==> src/design/controlPkg.sv <==
package controlPkg;

	localparam int wordWidth = 32;
	localparam int regAddrWidth = 5;
	localparam int aluOpWidth = 4;
	localparam int ramAddrWidth = 9;

	typedef logic [wordWidth-1:0] word_t;
	typedef logic [regAddrWidth-1:0] regAddr_t;
	typedef logic [aluOpWidth-1:0] aluOp_t;
	typedef logic [1:0] aluSign_t; // bit 1 signed, bit 0 subtract
	typedef logic [1:0] aluSrc_t; // B input of the ALU
	typedef logic [ramAddrWidth-1:0] ramAddr_t;

	// opcodes in instruction[31:26]
	localparam logic [5:0] opSpecial = 6'b000000;
	localparam logic [5:0] opAddi = 6'b001000;
	localparam logic [5:0] opAddiu = 6'b001001;
	localparam logic [5:0] opLui = 6'b001111;
	localparam logic [5:0] opLw = 6'b100011;

	// function codes under opSpecial
	localparam logic [5:0] fnAddu = 6'b100001;
	localparam logic [5:0] fnAdd = 6'b100000;
	localparam logic [5:0] fnSubu = 6'b100011;
	localparam logic [5:0] fnSub = 6'b100010;
	localparam logic [5:0] fnAnd = 6'b100100;
	localparam logic [5:0] fnOr = 6'b100101;
	localparam logic [5:0] fnXor = 6'b100110;
	localparam logic [5:0] fnSllv = 6'b000100;
	localparam logic [5:0] fnSrlv = 6'b000110;
	localparam logic [5:0] fnSrav = 6'b000111;

	// ALU operation codes
	localparam aluOp_t aluPass = 4'b0000;
	localparam aluOp_t aluAdd = 4'b0001; // add and sub picked by sign mode
	localparam aluOp_t aluAnd = 4'b0100;
	localparam aluOp_t aluOr = 4'b0101;
	localparam aluOp_t aluXor = 4'b1100;
	localparam aluOp_t aluSrl = 4'b0111;
	localparam aluOp_t aluSll = 4'b1000;
	localparam aluOp_t aluSra = 4'b1001;
	localparam aluOp_t aluLui = 4'b1010;
	localparam aluOp_t aluPcInc = 4'b1011;

	localparam aluSign_t signUnsAdd = 2'b00;
	localparam aluSign_t signUnsSub = 2'b01;
	localparam aluSign_t signAdd = 2'b10;
	localparam aluSign_t signSub = 2'b11;

	localparam aluSrc_t srcReg = 2'b00;
	localparam aluSrc_t srcImm = 2'b01;
	localparam aluSrc_t srcMdr = 2'b10;
	localparam aluSrc_t srcPc = 2'b11;

	localparam ramAddr_t trapVectorAddr = 9'd448; // overflow handler

	typedef enum logic [1:0] {
		kindAlu,
		kindAluTrap, // signed ops with overflow check
		kindLoadWord,
		kindInvalid
	} instrKind_t;

	typedef enum logic [3:0] {
		stReset,
		stFetchAddr,
		stFetchReq,
		stFetchWait,
		stFetchLoad,
		stDecode,
		stExec,
		stExecTrap,
		stOverflowCheck,
		stCommit,
		stTrapVector,
		stLwAddr,
		stLwWait,
		stLwCapture,
		stLwWrite
	} ctlState_t;

endpackage

==> src/design/decodeIf.sv <==
`timescale 1ns/1ps

interface decodeIf;
	import controlPkg::*;

	instrKind_t kind;
	aluOp_t aluOp;
	aluSign_t aluSign;
	aluSrc_t aluSrc;
	logic signExtend; // imm16 sign extension
	regAddr_t rs;
	regAddr_t rt;
	regAddr_t dest; // write-back register

	modport decoder (
		output kind, aluOp, aluSign, aluSrc, signExtend, rs, rt, dest
	);

	// sequencer only branches on the kind
	modport sequencer (
		input kind
	);

	modport outputs (
		input aluOp, aluSign, aluSrc, signExtend, rs, rt, dest
	);

endinterface

==> src/design/controlOutputs.sv <==
`timescale 1ns/1ps

module controlOutputs (
	input controlPkg::ctlState_t state,
	decodeIf.outputs dec,
	output logic clearPC,
	output logic regFileRW,
	output logic pcEnable,
	output logic irEnable,
	output logic marEnable,
	output logic mdrEnable,
	output logic ramMFA,
	output logic trapMux,
	output logic signExtend,
	output logic muxSignals2, // MDR input select
	output controlPkg::regAddr_t regFileRD,
	output controlPkg::regAddr_t regFileRS,
	output controlPkg::regAddr_t regFileRT,
	output controlPkg::aluOp_t aluOperation,
	output controlPkg::aluSign_t aluSign,
	output controlPkg::aluSrc_t muxSignals, // ALU B mux
	output controlPkg::ramAddr_t ramAddress
);
	import controlPkg::*;

	always_comb begin
		clearPC = 1'b0;
		regFileRW = 1'b0;
		pcEnable = 1'b0;
		irEnable = 1'b0;
		marEnable = 1'b0;
		mdrEnable = 1'b0;
		ramMFA = 1'b0;
		trapMux = 1'b0;
		muxSignals2 = 1'b0;
		ramAddress = '0;

		// decoded fields by default
		signExtend = dec.signExtend;
		regFileRS = dec.rs;
		regFileRT = dec.rt;
		regFileRD = dec.dest;
		aluOperation = dec.aluOp;
		aluSign = dec.aluSign;
		muxSignals = dec.aluSrc;

		case (state)
			stReset: clearPC = 1'b1;
			stFetchAddr: begin
				marEnable = 1'b1;
				aluOperation = aluPass; // MAR gets PC through the ALU
				aluSign = signUnsAdd;
				muxSignals = srcPc;
			end
			stFetchReq: begin
				pcEnable = 1'b1;
				ramMFA = 1'b1;
				aluOperation = aluPcInc;
				aluSign = signUnsAdd;
				muxSignals = srcPc;
			end
			stFetchWait: begin
				ramMFA = 1'b1; // held until ramMFC
				aluOperation = aluPcInc;
				aluSign = signUnsAdd;
				muxSignals = srcPc;
			end
			stFetchLoad: begin
				irEnable = 1'b1;
				aluOperation = aluPcInc;
				aluSign = signUnsAdd;
				muxSignals = srcPc;
			end
			stExec: regFileRW = 1'b1;
			stCommit: regFileRW = 1'b1; // overflow clear
			stTrapVector: begin
				trapMux = 1'b1;
				ramMFA = 1'b1;
				ramAddress = trapVectorAddr;
			end
			stLwAddr: marEnable = 1'b1; // base + offset into MAR
			stLwWait: ramMFA = 1'b1;
			stLwCapture: begin
				mdrEnable = 1'b1;
				muxSignals2 = 1'b1;
			end
			stLwWrite: begin
				aluOperation = aluPass;
				muxSignals = srcMdr;
				muxSignals2 = 1'b1;
				regFileRW = 1'b1; // dest is rt for lw
			end
			default: begin
				// decode, execute and check states keep the defaults
			end
		endcase
	end

endmodule

==> src/design/controlSequencer.sv <==
`timescale 1ns/1ps

module controlSequencer (
	input logic Clk,
	input logic rstN,
	input logic ramMFC,
	input logic aluOverflow,
	decodeIf.sequencer dec,
	output controlPkg::ctlState_t state
);
	import controlPkg::*;

	ctlState_t nextState;

	always_ff @(posedge Clk) begin
		if (!rstN)
			state <= stReset;
		else
			state <= nextState;
	end

	always_comb begin
		nextState = state;
		case (state)
			stReset: nextState = stFetchAddr;
			stFetchAddr: nextState = stFetchReq;
			stFetchReq: nextState = stFetchWait;
			stFetchWait: begin
				if (ramMFC)
					nextState = stFetchLoad;
			end
			stFetchLoad: nextState = stDecode;
			stDecode: begin
				case (dec.kind)
					kindAlu: nextState = stExec;
					kindAluTrap: nextState = stExecTrap;
					kindLoadWord: nextState = stLwAddr;
					default: nextState = stFetchAddr; // invalid word skips any write
				endcase
			end
			stExec: nextState = stFetchAddr;
			stExecTrap: nextState = stOverflowCheck;
			stOverflowCheck: begin
				// flag settles while ALU settings are held
				if (aluOverflow)
					nextState = stTrapVector;
				else
					nextState = stCommit;
			end
			stCommit: nextState = stFetchAddr;
			stTrapVector: nextState = stFetchWait; // fetch handler word
			stLwAddr: nextState = stLwWait;
			stLwWait: begin
				if (ramMFC)
					nextState = stLwCapture;
			end
			stLwCapture: nextState = stLwWrite;
			stLwWrite: nextState = stFetchAddr;
			default: nextState = stFetchAddr;
		endcase
	end

	// memory waits need a defined completion strobe
	assert property (@(posedge Clk) disable iff (!rstN)
		(state == stFetchWait || state == stLwWait) |-> !$isunknown(ramMFC))
		else $error("controlSequencer: ramMFC unknown while waiting on memory");

	assert property (@(posedge Clk) disable iff (!rstN)
		state == stOverflowCheck |-> !$isunknown(aluOverflow))
		else $error("controlSequencer: aluOverflow unknown at the overflow check");

endmodule

==> src/design/controlUnit.sv <==
`timescale 1ns/1ps

module controlUnit (
	input logic Clk,
	input logic rstN,
	input controlPkg::word_t instruction,
	input logic ramMFC,
	input logic aluOverflow,
	output logic clearPC,
	output logic regFileRW,
	output logic pcEnable,
	output logic irEnable,
	output logic marEnable,
	output logic mdrEnable,
	output logic ramMFA,
	output logic trapMux,
	output logic signExtend,
	output logic muxSignals2,
	output controlPkg::regAddr_t regFileRD,
	output controlPkg::regAddr_t regFileRS,
	output controlPkg::regAddr_t regFileRT,
	output controlPkg::aluOp_t aluOperation,
	output controlPkg::aluSign_t aluSign,
	output controlPkg::aluSrc_t muxSignals,
	output controlPkg::ramAddr_t ramAddress
);
	import controlPkg::*;

	ctlState_t state;

	decodeIf decBus ();

	// decoded word from IR
	instrDecoder instrDecoder_inst (
		.instruction(instruction),
		.dec(decBus.decoder)
	);

	controlSequencer controlSequencer_inst (
		.Clk(Clk),
		.rstN(rstN),
		.ramMFC(ramMFC),
		.aluOverflow(aluOverflow),
		.dec(decBus.sequencer),
		.state(state)
	);

	controlOutputs controlOutputs_inst (
		.state(state),
		.dec(decBus.outputs),
		.clearPC(clearPC),
		.regFileRW(regFileRW),
		.pcEnable(pcEnable),
		.irEnable(irEnable),
		.marEnable(marEnable),
		.mdrEnable(mdrEnable),
		.ramMFA(ramMFA),
		.trapMux(trapMux),
		.signExtend(signExtend),
		.muxSignals2(muxSignals2),
		.regFileRD(regFileRD),
		.regFileRS(regFileRS),
		.regFileRT(regFileRT),
		.aluOperation(aluOperation),
		.aluSign(aluSign),
		.muxSignals(muxSignals),
		.ramAddress(ramAddress)
	);

endmodule

==> src/design/instrDecoder.sv <==
`timescale 1ns/1ps

module instrDecoder (
	input controlPkg::word_t instruction,
	decodeIf.decoder dec
);
	import controlPkg::*;

	logic [5:0] opcode;
	logic [5:0] funct;
	regAddr_t rsField;
	regAddr_t rtField;
	regAddr_t rdField;

	assign opcode = instruction[31:26];
	assign funct = instruction[5:0];
	assign rsField = instruction[25:21];
	assign rtField = instruction[20:16];
	assign rdField = instruction[15:11];

	always_comb begin
		// register-register form unless overridden
		dec.kind = kindInvalid;
		dec.aluOp = aluPass;
		dec.aluSign = signUnsAdd;
		dec.aluSrc = srcReg;
		dec.signExtend = 1'b0;
		dec.rs = rsField;
		dec.rt = rtField;
		dec.dest = rdField;

		case (opcode)
			opSpecial: begin
				dec.kind = kindAlu;
				case (funct)
					fnAddu: dec.aluOp = aluAdd;
					fnAdd: begin
						dec.kind = kindAluTrap;
						dec.aluOp = aluAdd;
						dec.aluSign = signAdd;
					end
					fnSubu: begin
						dec.aluOp = aluAdd;
						dec.aluSign = signUnsSub;
					end
					fnSub: begin
						dec.kind = kindAluTrap;
						dec.aluOp = aluAdd;
						dec.aluSign = signSub;
					end
					fnAnd: dec.aluOp = aluAnd;
					fnOr: dec.aluOp = aluOr;
					fnXor: dec.aluOp = aluXor;
					fnSllv: dec.aluOp = aluSll; // shift amount from rs
					fnSrlv: dec.aluOp = aluSrl;
					fnSrav: dec.aluOp = aluSra;
					default: dec.kind = kindInvalid; // unknown function code
				endcase
			end
			opAddiu: begin
				dec.kind = kindAlu;
				dec.aluOp = aluAdd;
				dec.aluSrc = srcImm;
				dec.signExtend = 1'b1;
				dec.dest = rtField;
			end
			opAddi: begin
				dec.kind = kindAluTrap;
				dec.aluOp = aluAdd;
				dec.aluSign = signAdd;
				dec.aluSrc = srcImm;
				dec.signExtend = 1'b1;
				dec.dest = rtField;
			end
			opLui: begin
				dec.kind = kindAlu;
				dec.aluOp = aluLui;
				dec.aluSrc = srcImm; // zero-extended imm16
				dec.rs = rtField; // rt is source and target
				dec.dest = rtField;
			end
			opLw: begin
				dec.kind = kindLoadWord;
				dec.aluOp = aluAdd; // base + offset
				dec.aluSrc = srcImm;
				dec.signExtend = 1'b1;
				dec.dest = rtField;
			end
			default: dec.kind = kindInvalid;
		endcase
	end

endmodule

==> config.mk <==
export PLATFORM = sky130hd
export DESIGN_NAME = controlUnit
export DESIGN_NICKNAME = d
export VERILOG_FILES = /design/src/design/controlPkg.sv /design/src/design/decodeIf.sv /design/src/design/controlOutputs.sv /design/src/design/controlSequencer.sv /design/src/design/controlUnit.sv /design/src/design/instrDecoder.sv
export SDC_FILE = /design/constraint.sdc
export NUM_CORES = 1
export LEC_CHECK = 0
export BUFFER_PORTS_ARGS = -buffer_cell sky130_fd_sc_hd__buf_4
export CORE_MARGIN = 2
export CORE_UTILIZATION = 46
export DETAILED_ROUTE_END_ITERATION = 6
export HOLD_SLACK_MARGIN = 0.08
export PLACE_DENSITY = 0.9
export SYNTH_ARGS = -nofsm -noshare
export SYNTH_HDL_FRONTEND = slang
export SYNTH_SLANG_ARGS = --single-unit
==> constraint.sdc <==
create_clock -name Clk -period 2.5 [get_ports Clk]
set_clock_uncertainty 0.05 [all_clocks]
set_input_delay 0.125 -clock Clk [delete_from_list [all_inputs] [get_ports Clk]]
set_output_delay 0.125 -clock Clk [all_outputs]
set_load 0.1 [all_outputs]
==> metrics.csv, run 1 <==
metric,value,unit
power.density,803.5,nW/um^2
die_h,54.11,um
die_area,2927,um^2
use_met2,0.4065,
top_usage_layer,met2,
tightest_slew,0.5155,ns
clkTransAtPathRegs,0.04,ns
ys_ff_latch,4,
gr-total-overflow,0,
cp-end-kind,output pin,
h-tree-depth,1,
ioPinCount,78,
via_count,1398,
post_cts_resize_count,0,
setup_slack,0.1533,ns
grt_use_met1,0.2867,
cts_sinks,4,
die_w,54.11,um
rrSetupSlack,0.60,ns
syn_area_per_cell,6.999,um^2
synth_edf_count,0,
hold_class,input port to register,
synth_warnings,0,
hold_ws,0.1228,ns
final_antenna_net_count,0,
hp-start,rstN,
finalHoldViolCount,0,
pwr-share-comb,0.846,
worstPathMaxFanout,16,
drtIter0Drc,26,
start_kind,register,
critPathLaunch,controlSequencer_inst.state[0],
place_area,1630,um^2
max_slew_margin,0.6558,
largest_reg_flops,4,
diodes,0,
yosys-top-cells-count,"15 x nor2_1, 14 x buf_4, 11 x nand2_1",
crit_type,register to output pin,
cts_tree,yes,
r2r-end,controlSequencer_inst.state[1],
routed_via_density,5.614,
antenna_found_initial,0,
max_freq,426.1,MHz
fin_nets,257,
dpl.cell_count,246,
yosysMostFrequentCell,nor2_1,
yosysSeqAreaShare,0.06934,
hpwl,2.556,mm
dr.pass1.iters,4,
finalPower,1.328,mW
grt_start_max_net_pins,17,
io_buffers,66,
hold_end,controlSequencer_inst.state[3],
status,finished clean,
setup_viol,0,
initial_core_util,0.4748,
cts_setup_buffers,0,
period_minus_slack,2.347,ns
multi_input_area,949.7,um^2
clock_latency,0.24,ns
holdPathStages,3,
fillCellCount,220,
largest-register,controlSequencer_inst.state,
p_sw_frac,0.6867,
synth_cells,165,
std_cell_rows,18,
crit_slowest_cell,dfxtp_1,
cts_buffer_depth,2,
ys_top_cells_by_area,"mux2_2 9.8%, buf_4 9.1%, dfxtp_1 6.9%",
path_cells,nor2b_1 > or4_1 > a22oi_1 > o221ai_1 > o41ai_4 > buf_4,
first_global_vias,1183,
finalCritPeriodShare,0.9387,
wirelength,3.323,mm
cp.required,2.33,ns
synth_top_area_cell,mux2_2,
synth-main-ff-cell,dfxtp_1,
synthDistinctLibCells,57,
seq_area,80.08,um^2
p_int,0.4160,mW
switchingPower,0.9120,mW
core_area,2432,um^2
leakagePower,0.7407,nW
drv_slew,0,
grt_use_met3,0.03056,
reg.largest.list,controlSequencer_inst.state (4),
postSynth.asyncResetShare,0,
avgRoutedWirePerCell,13.35,um
cts_root_buf,clkbuf_4,
area_growth,43.12,%
pre_cts_slack,0.4217,ns
drv_cap,0,
grt_pass1_wl,5.057,mm
seqPwrFrac,0.092,
slowest_delay,0.46,ns
rsz0062_at_grt,false,
cts_hold_buf,0,
route.detailed.drc,0,
final_area,1653,um^2
ir_drop,0.7371,mV
arrival,2.17,ns
drive_gt1_frac,0.4795,
reg2reg_depth,6,
gp_congestion,0.9250,
grt_usage,0.2330,
netlist_area,1155,um^2
regToRegStartpoint,controlSequencer_inst.state[0],
p_clk_frac,0.062,
instances_no_fill,249,
synth_top_area_share,0.09751,
cts_made_buffers,3,
## cell families (layout without fill, tap and decap cells)
group / after synthesis / count (layout) / share of synthesized area
mux: 10 / 10 / 0.09751
flops: 4 / 4 / 0.06934
simple gates: 69 / 69 / 0.3489
buf+inv: 32 / 81 / 0.1668
other cells: 1 / 6 / 0.003247
xor+xnor: 2 / 2 / 0.01517
compound gates: 47 / 47 / 0.2990
## cells in the final DEF (no fill, tap or decap), types with 2 or more instances in the layout
cell and n:
nor2b_1 9, nand3_1 2, inv_1 6, buf_4 72
clkbuf_4 3, a211oi_4 2, nand2b_1 6, nor3b_1 3
o211ai_1 2, nand2_1 11, o21bai_1 2, a21oi_2 2
or3_1 2, or2_1 2, dfxtp_1 4, nor2_1 12
xor2_1 2, o22ai_1 2, a21oi_1 10, o21ai_0 9
conb_1 6, nor3_1 4, nor2_2 3, mux2_2 10
## power by group through the flow
stage / sequential (mW) / combinational (mW) / clock, mW
6_report: 0.122 / 1.12 / 0.0824
5_1_grt: 0.126 / 1.18 / 0.0876
4_1_cts: 0.120 / 1.12 / 0.0841
3_5_place_dp: 0.121 / 1.11 / 0
3_3_place_gp: 0.120 / 1.11 / 0
2_1_floorplan: 0.0842 / 0.935 / 0
## how the worst max path moves through the flow
stage | end | slack [ns]
after CTS | aluOperation[1] | 0.17
final | aluOperation[1] | 0.15
after detailed placement | aluOperation[1] | 0.42
after global placement | aluOperation[1] | 0.44
after floorplan | irEnable | -0.45
after global routing | aluOperation[1] | 0.02
## routing by layer
metal	wire (um)	part of all wire
met1	1358	0.41
met2	1726	0.52
met3	181	0.054
met4	57	0.017
met5	0	0
## worst max-delay path, delay by kind of cell (launching register included)
kind,cells,cell delay (ns)
buffers and inverters,1,0.33
AND/OR/NAND/NOR,2,0.65
flip-flops,1,0.46
AO/OA/AOI/OAI,3,0.48
## per-stage QoR
stage	setup TNS, ns	util
2_1_floorplan	-0.9810	-
6_report	0	0.6795
3_5_place_dp	0	0.6703
3_3_place_gp	0	0.6703
4_1_cts	0	0.6795
5_1_grt	0	0.6795
## final cells by class
cell class	count	share of cell area
Multi-Input combinational cell	134	0.5746
Timing Repair Buffer	72	0.3270
Sequential cell	4	0.04845
Tap cell	30	0.02271
Clock buffer	3	0.01363
Inverter	6	0.01363
(Power assumes the default switching activity.)
==> run 2, diff against run 1 <==
Settings changed: PLACE_DENSITY 0.9 to 0.87.
==> run 2 against run 1 <==
  * Cell count down 1.2%
  * Core utilization down 0.93 points
  * Sequential cell count unchanged
  * Hold slack worse by 0.018 ns
  * Cell area down 1.4%
  * Global-route usage decreased by 2.6 points
  * Setup slack better by 0.0059 ns
  * Clock power shrank 1%
  * Non-clock buffer count down 3
  * Critical path type unchanged
  * Largest cell class unchanged
==> metrics.csv, run 2 (synthesized netlist as in run 1, its figures left out) <==
metric,value,unit,change
critPathTopFamily,simple AND/OR/NAND/NOR gates,,unchanged
drv_cap,0,,unchanged
pre_cts_slack,0.4161,ns,was 0.4217 ns
grt_usage,0.2068,,was 0.2330
grt_start_max_net_pins,17,,unchanged
mostFrequentLayoutCells,"69 x buf_4, 12 x nor2_1, 11 x nand2_1, 10 x a21oi_1, 10 x mux2_2",,"was 72 x buf_4, 12 x nor2_1, 11 x nand2_1, 10 x a21oi_1, 10 x mux2_2"
largest-register,controlSequencer_inst.state,,unchanged
worstPathMaxFanout,11,,was 16
die_w,54.11,um,unchanged
period_minus_slack,2.341,ns,was 2.347 ns
ir_drop,0.7553,mV,was 0.7371 mV
layout_commonest_cell,buf_4,,unchanged
leakagePower,0.7250,nW,was 0.7407 nW
first_global_vias,1074,,was 1183
slowest_delay,0.53,ns,was 0.46 ns
diodes,0,,unchanged
hold_class,input port to register,,unchanged
path_buf_inv,1,,unchanged
gp_congestion,0.8763,,was 0.9250
gr-total-overflow,0,,unchanged
start_kind,register,,unchanged
seq_area,80.08,um^2,unchanged
status,finished clean,,unchanged
antenna_found_initial,0,,unchanged
hpwl,2.416,mm,was 2.556 mm
die_h,54.11,um,unchanged
cts_root_buf,clkbuf_4,,unchanged
cp.required,2.33,ns,about the same
max_freq,427.2,MHz,was 426.1 MHz
crit_type,register to output pin,,unchanged
die_area,2927,um^2,unchanged
power.density,800.7,nW/um^2,was 803.5 nW/um^2
grt_pass1_wl,4.616,mm,was 5.057 mm
finalCritPeriodShare,0.9363,,was 0.9387
initial_core_util,0.4748,,unchanged
routed_via_density,5.496,,was 5.614
cts_buffer_depth,2,,unchanged
io_buffers,66,,unchanged
clock_latency,0.23,ns,was 0.24 ns
multi_input_area,949.7,um^2,unchanged
final_antenna_net_count,0,,unchanged
h-tree-depth,1,,unchanged
cts_sinks,4,,unchanged
reg.largest.list,controlSequencer_inst.state (4),,unchanged
largest_reg_flops,4,,unchanged
via_count,1352,,was 1398
core_area,2432,um^2,unchanged
post_cts_resize_count,0,,unchanged
drive_gt1_frac,0.4722,,was 0.4795
drv_slew,0,,unchanged
finalHoldViolCount,0,,unchanged
cts_hold_buf,0,,unchanged
ioPinCount,78,,unchanged
setup_viol,0,,unchanged
clkTransAtPathRegs,0.04,ns,about the same
cts_setup_buffers,0,,unchanged
crit_slowest_cell,dfxtp_1,,unchanged
cp-end-kind,output pin,,unchanged
finalPower,1.305,mW,was 1.328 mW
fillCellCount,208,,was 220
avgRoutedWirePerCell,12.24,um,was 13.35 um
std_cell_rows,18,,unchanged
fin_nets,254,,was 257
rsz0062_at_grt,false,,unchanged
cts_tree,yes,,unchanged
path_cells,nor2b_1 > or4_1 > a22oi_1 > o221ai_1 > o41ai_4 > buf_4,,unchanged
wirelength,3.010,mm,was 3.323 mm
drtIter0Drc,32,,was 26
arrival,2.17,ns,about the same
dr.pass1.iters,4,,unchanged
cts_made_buffers,3,,unchanged
route.detailed.drc,0,,unchanged
area_growth,41.17,%,was 43.12%
setup_slack,0.1592,ns,was 0.1533 ns
run 2: changes by cell type in the layout (fill, tap and decap cells not counted):
cell	change
buf_4	-3
run 2: where the power goes:
part,switching (mW),internal [mW]
Combinational,0.838,0.275
Clock,0.0274,0.0538
Sequential,0.0331,0.0780
run 2: tightest hold or removal path, delay by kind of cell:
family          cells  cell delay [ns]
buf+inv             1             0.11
simple gates        1             0.06
compound gates      1             0.06
run 2: final timing paths:
path / start / endpoint / slack [ns] / depth (start not counted)
max: controlSequencer_inst.state[3] / aluOperation[1] / 0.16 / 6
min: rstN / controlSequencer_inst.state[3] / 0.10 / 3
max reg2reg: controlSequencer_inst.state[3] / controlSequencer_inst.state[0] / 0.66 / 6
min reg2reg: controlSequencer_inst.state[2] / controlSequencer_inst.state[1] / 0.74 / 3
run 2: layout make-up:
| cell class | instances | share of cell area |
|---|---|---|
| Multi-Input combinational cell | 134 | 0.5825 |
| Timing Repair Buffer | 69 | 0.3177 |
| Sequential cell | 4 | 0.04912 |
| Tap cell | 30 | 0.02302 |
| Clock buffer | 3 | 0.01381 |
| Inverter | 6 | 0.01381 |
run 2: layer usage:
| layer | up-vias | global-route usage | routed length [um] |
|---|---|---|---|
| li1 | 684 | - | - |
| met5 | - | 0 | 0 |
| met3 | 0 | 0.04167 | 159 |
| met2 | 50 | 0.3171 | 1549 |
| met4 | 0 | 0.02083 | 0 |
| met1 | 618 | 0.3053 | 1301 |
run 2: per-stage QoR:
step                      hold WS, ns  utilization  cell area, um^2  cells  setup TNS [ns]
final                          0.1044       0.6703             1630    246               0
after CTS                     0.09748       0.6703             1630    246               0
after floorplan                0.1782            -             1222    170         -0.9810
after global placement         0.3414       0.6610             1608    243               0
after global routing          0.09780       0.6703             1630    246               0
after detailed placement       0.3375       0.6610             1608    243               0
==> run 3, diff against run 2 <==
Settings changed: GPL_TIMING_DRIVEN set to 0.
==> run 3 against run 2 <==
  * Via count is 4.4% higher
  * Clock power hardly changed
  * Cell count increased by 8.5%
  * Routed wire length up 12%
  * Critical path depth grew 2
  * Core utilization grew 5.9 points
  * Setup slack worse by 0.066 ns
==> metrics.csv, run 3 (synthesized netlist as in run 1, its figures left out) <==
metric,value,unit,change
largest_reg_flops,4,,unchanged
cts_sinks,4,,unchanged
fillCellCount,203,,was 208
final_antenna_net_count,0,,unchanged
drtIter0Drc,24,,was 32
cts_made_buffers,3,,unchanged
hold_class,input port to register,,unchanged
arrival,2.23,ns,was 2.17 ns
via_count,1411,,was 1352
grt_usage,0.2292,,was 0.2068
h-tree-depth,1,,unchanged
dr.pass1.iters,4,,unchanged
rsz0062_at_grt,true,,was false
seqPwrFrac,0.064,,was 0.085
die_w,54.11,um,unchanged
first_global_vias,1148,,was 1074
p_int,0.4213,mW,was 0.4067 mW
std_cell_rows,18,,unchanged
rrSetupSlack,0.74,ns,was 0.66 ns
finalHoldViolCount,0,,unchanged
cp-end-kind,output pin,,unchanged
setup_viol,0,,unchanged
ioPinCount,78,,unchanged
p_clk_frac,0.061,,was 0.062
hold_ws,0.1029,ns,was 0.1044 ns
fin_nets,275,,was 254
area_growth,53.63,%,was 41.17%
die_h,54.11,um,unchanged
leakagePower,0.8128,nW,was 0.7250 nW
grt_pass1_wl,5.050,mm,was 4.616 mm
routed_via_density,5.285,,was 5.496
critPathTopFamily,buffers and inverters,,was simple AND/OR/NAND/NOR gates
drv_slew,0,,unchanged
pwr-share-comb,0.875,,was 0.853
switchingPower,0.9125,mW,was 0.8987 mW
clkTransAtPathRegs,0.04,ns,about the same
max_freq,415.5,MHz,was 427.2 MHz
final_util,0.7294,,was 0.6703
avgRoutedWirePerCell,12.58,um,was 12.24 um
period_minus_slack,2.407,ns,was 2.341 ns
antenna_found_initial,0,,unchanged
cp.required,2.33,ns,about the same
ir_drop,0.9479,mV,was 0.7553 mV
grt_start_max_net_pins,11,,was 17
slowest_delay,0.55,ns,was 0.53 ns
clock_latency,0.23,ns,about the same
p_sw_frac,0.6841,,was 0.6885
crit_slowest_cell,dlygate4sd3_1,,was dfxtp_1
diodes,0,,unchanged
layout_commonest_cell,buf_4,,unchanged
die_area,2927,um^2,unchanged
drv_cap,0,,unchanged
gp_congestion,0.9710,,was 0.8763
mostFrequentLayoutCells,"75 x buf_4, 12 x nor2_1, 11 x nand2_1, 10 x a21oi_1, 10 x mux2_2",,"was 69 x buf_4, 12 x nor2_1, 11 x nand2_1, 10 x a21oi_1, 10 x mux2_2"
largest-register,controlSequencer_inst.state,,unchanged
cts_buffer_depth,2,,unchanged
status,finished clean,,unchanged
io_buffers,63,,was 66
path_cells,dlygate4sd3_1 > buf_6 > or4_4 > nor3_4 > a21oi_2 > o211ai_2 > and3_4 > buf_4,,was nor2b_1 > or4_1 > a22oi_1 > o221ai_1 > o41ai_4 > buf_4
path_buf_inv,3,,was 1
hpwl,2.690,mm,was 2.416 mm
drive_gt1_frac,0.4937,,was 0.4722
start_kind,input port,,was register
route.detailed.drc,0,,unchanged
wirelength,3.359,mm,was 3.010 mm
cts_root_buf,clkbuf_4,,unchanged
crit_type,input port to output pin,,was register to output pin
worstPathMaxFanout,8,,was 11
core_area,2432,um^2,unchanged
reg.largest.list,controlSequencer_inst.state (4),,unchanged
cts_tree,yes,,unchanged
finalCritPeriodShare,0.9627,,was 0.9363
power.density,751.8,nW/um^2,was 800.7 nW/um^2
gr-total-overflow,0,,unchanged
initial_core_util,0.4748,,unchanged
-- run 3: cell count changes in the layout (fill, tap and decap cells not counted), sizes merged --
cell / before / now
buf: 69 / 84
clkbuf: 3 / 8
dlygate4sd3: 0 / 1
-- run 3: per-layer routing --
layer	global-route usage	up-vias	part of all wire
met5	0	-	0
met4	0.03750	0	0.0030
met3	0.02500	2	0.056
met2	0.3862	45	0.52
met1	0.3174	643	0.42
li1	-	721	-
-- run 3: power groups by stage --
stage          registers (mW)  logic, mW  clock network (mW)
6_report               0.0859       1.17              0.0812
5_1_grt                0.0877       1.22              0.0882
4_1_cts                0.0855       1.16              0.0865
3_5_place_dp           0.0863       1.15                   0
3_3_place_gp           0.0865       1.15                   0
2_1_floorplan          0.0842      0.935                   0
-- run 3: final timing paths --
path                                                startpoint                              to  depth (start not counted)
worst min-delay path                           instruction[28]  controlSequencer_inst.state[3]                          2
worst min register to register  controlSequencer_inst.state[3]  controlSequencer_inst.state[1]                          5
worst max register to register  controlSequencer_inst.state[1]  controlSequencer_inst.state[1]                          7
worst max-delay path                           instruction[30]                 aluOperation[0]                          8
-- run 3: what timing repair did --
action                                  in CTS  in global routing
gates resized for setup                      0                  4
endpoints found under the setup margin       0                  4
setup buffers                                0                  0
hold buffers                                 1                  0
hold endpoints to repair                     2                  0
-- run 3: stage by stage --
step	power [mW]	worst slack, ns	cells	cell area (um^2)	setup TNS [ns]
2_1_floorplan	1.019	-0.4531	170	1222	-0.9810
3_3_place_gp	1.232	0.3707	263	1733	0
3_5_place_dp	1.241	0.3510	263	1733	0
4_1_cts	1.331	0.01021	267	1765	0
5_1_grt	1.398	0.01467	267	1774	0
6_report	1.334	0.09335	267	1774	0
-- run 3: area by class of cell --
cell class              count  area, um^2  area share
multi-input cells         134       949.7      0.5353
repair buffers             64       490.5      0.2764
plain buffers              26       171.4     0.09661
flip-flops and latches      4       80.08     0.04513
well taps                  30       37.54     0.02116
clock buffers               3       22.52     0.01269
inverters                   6       22.52     0.01269
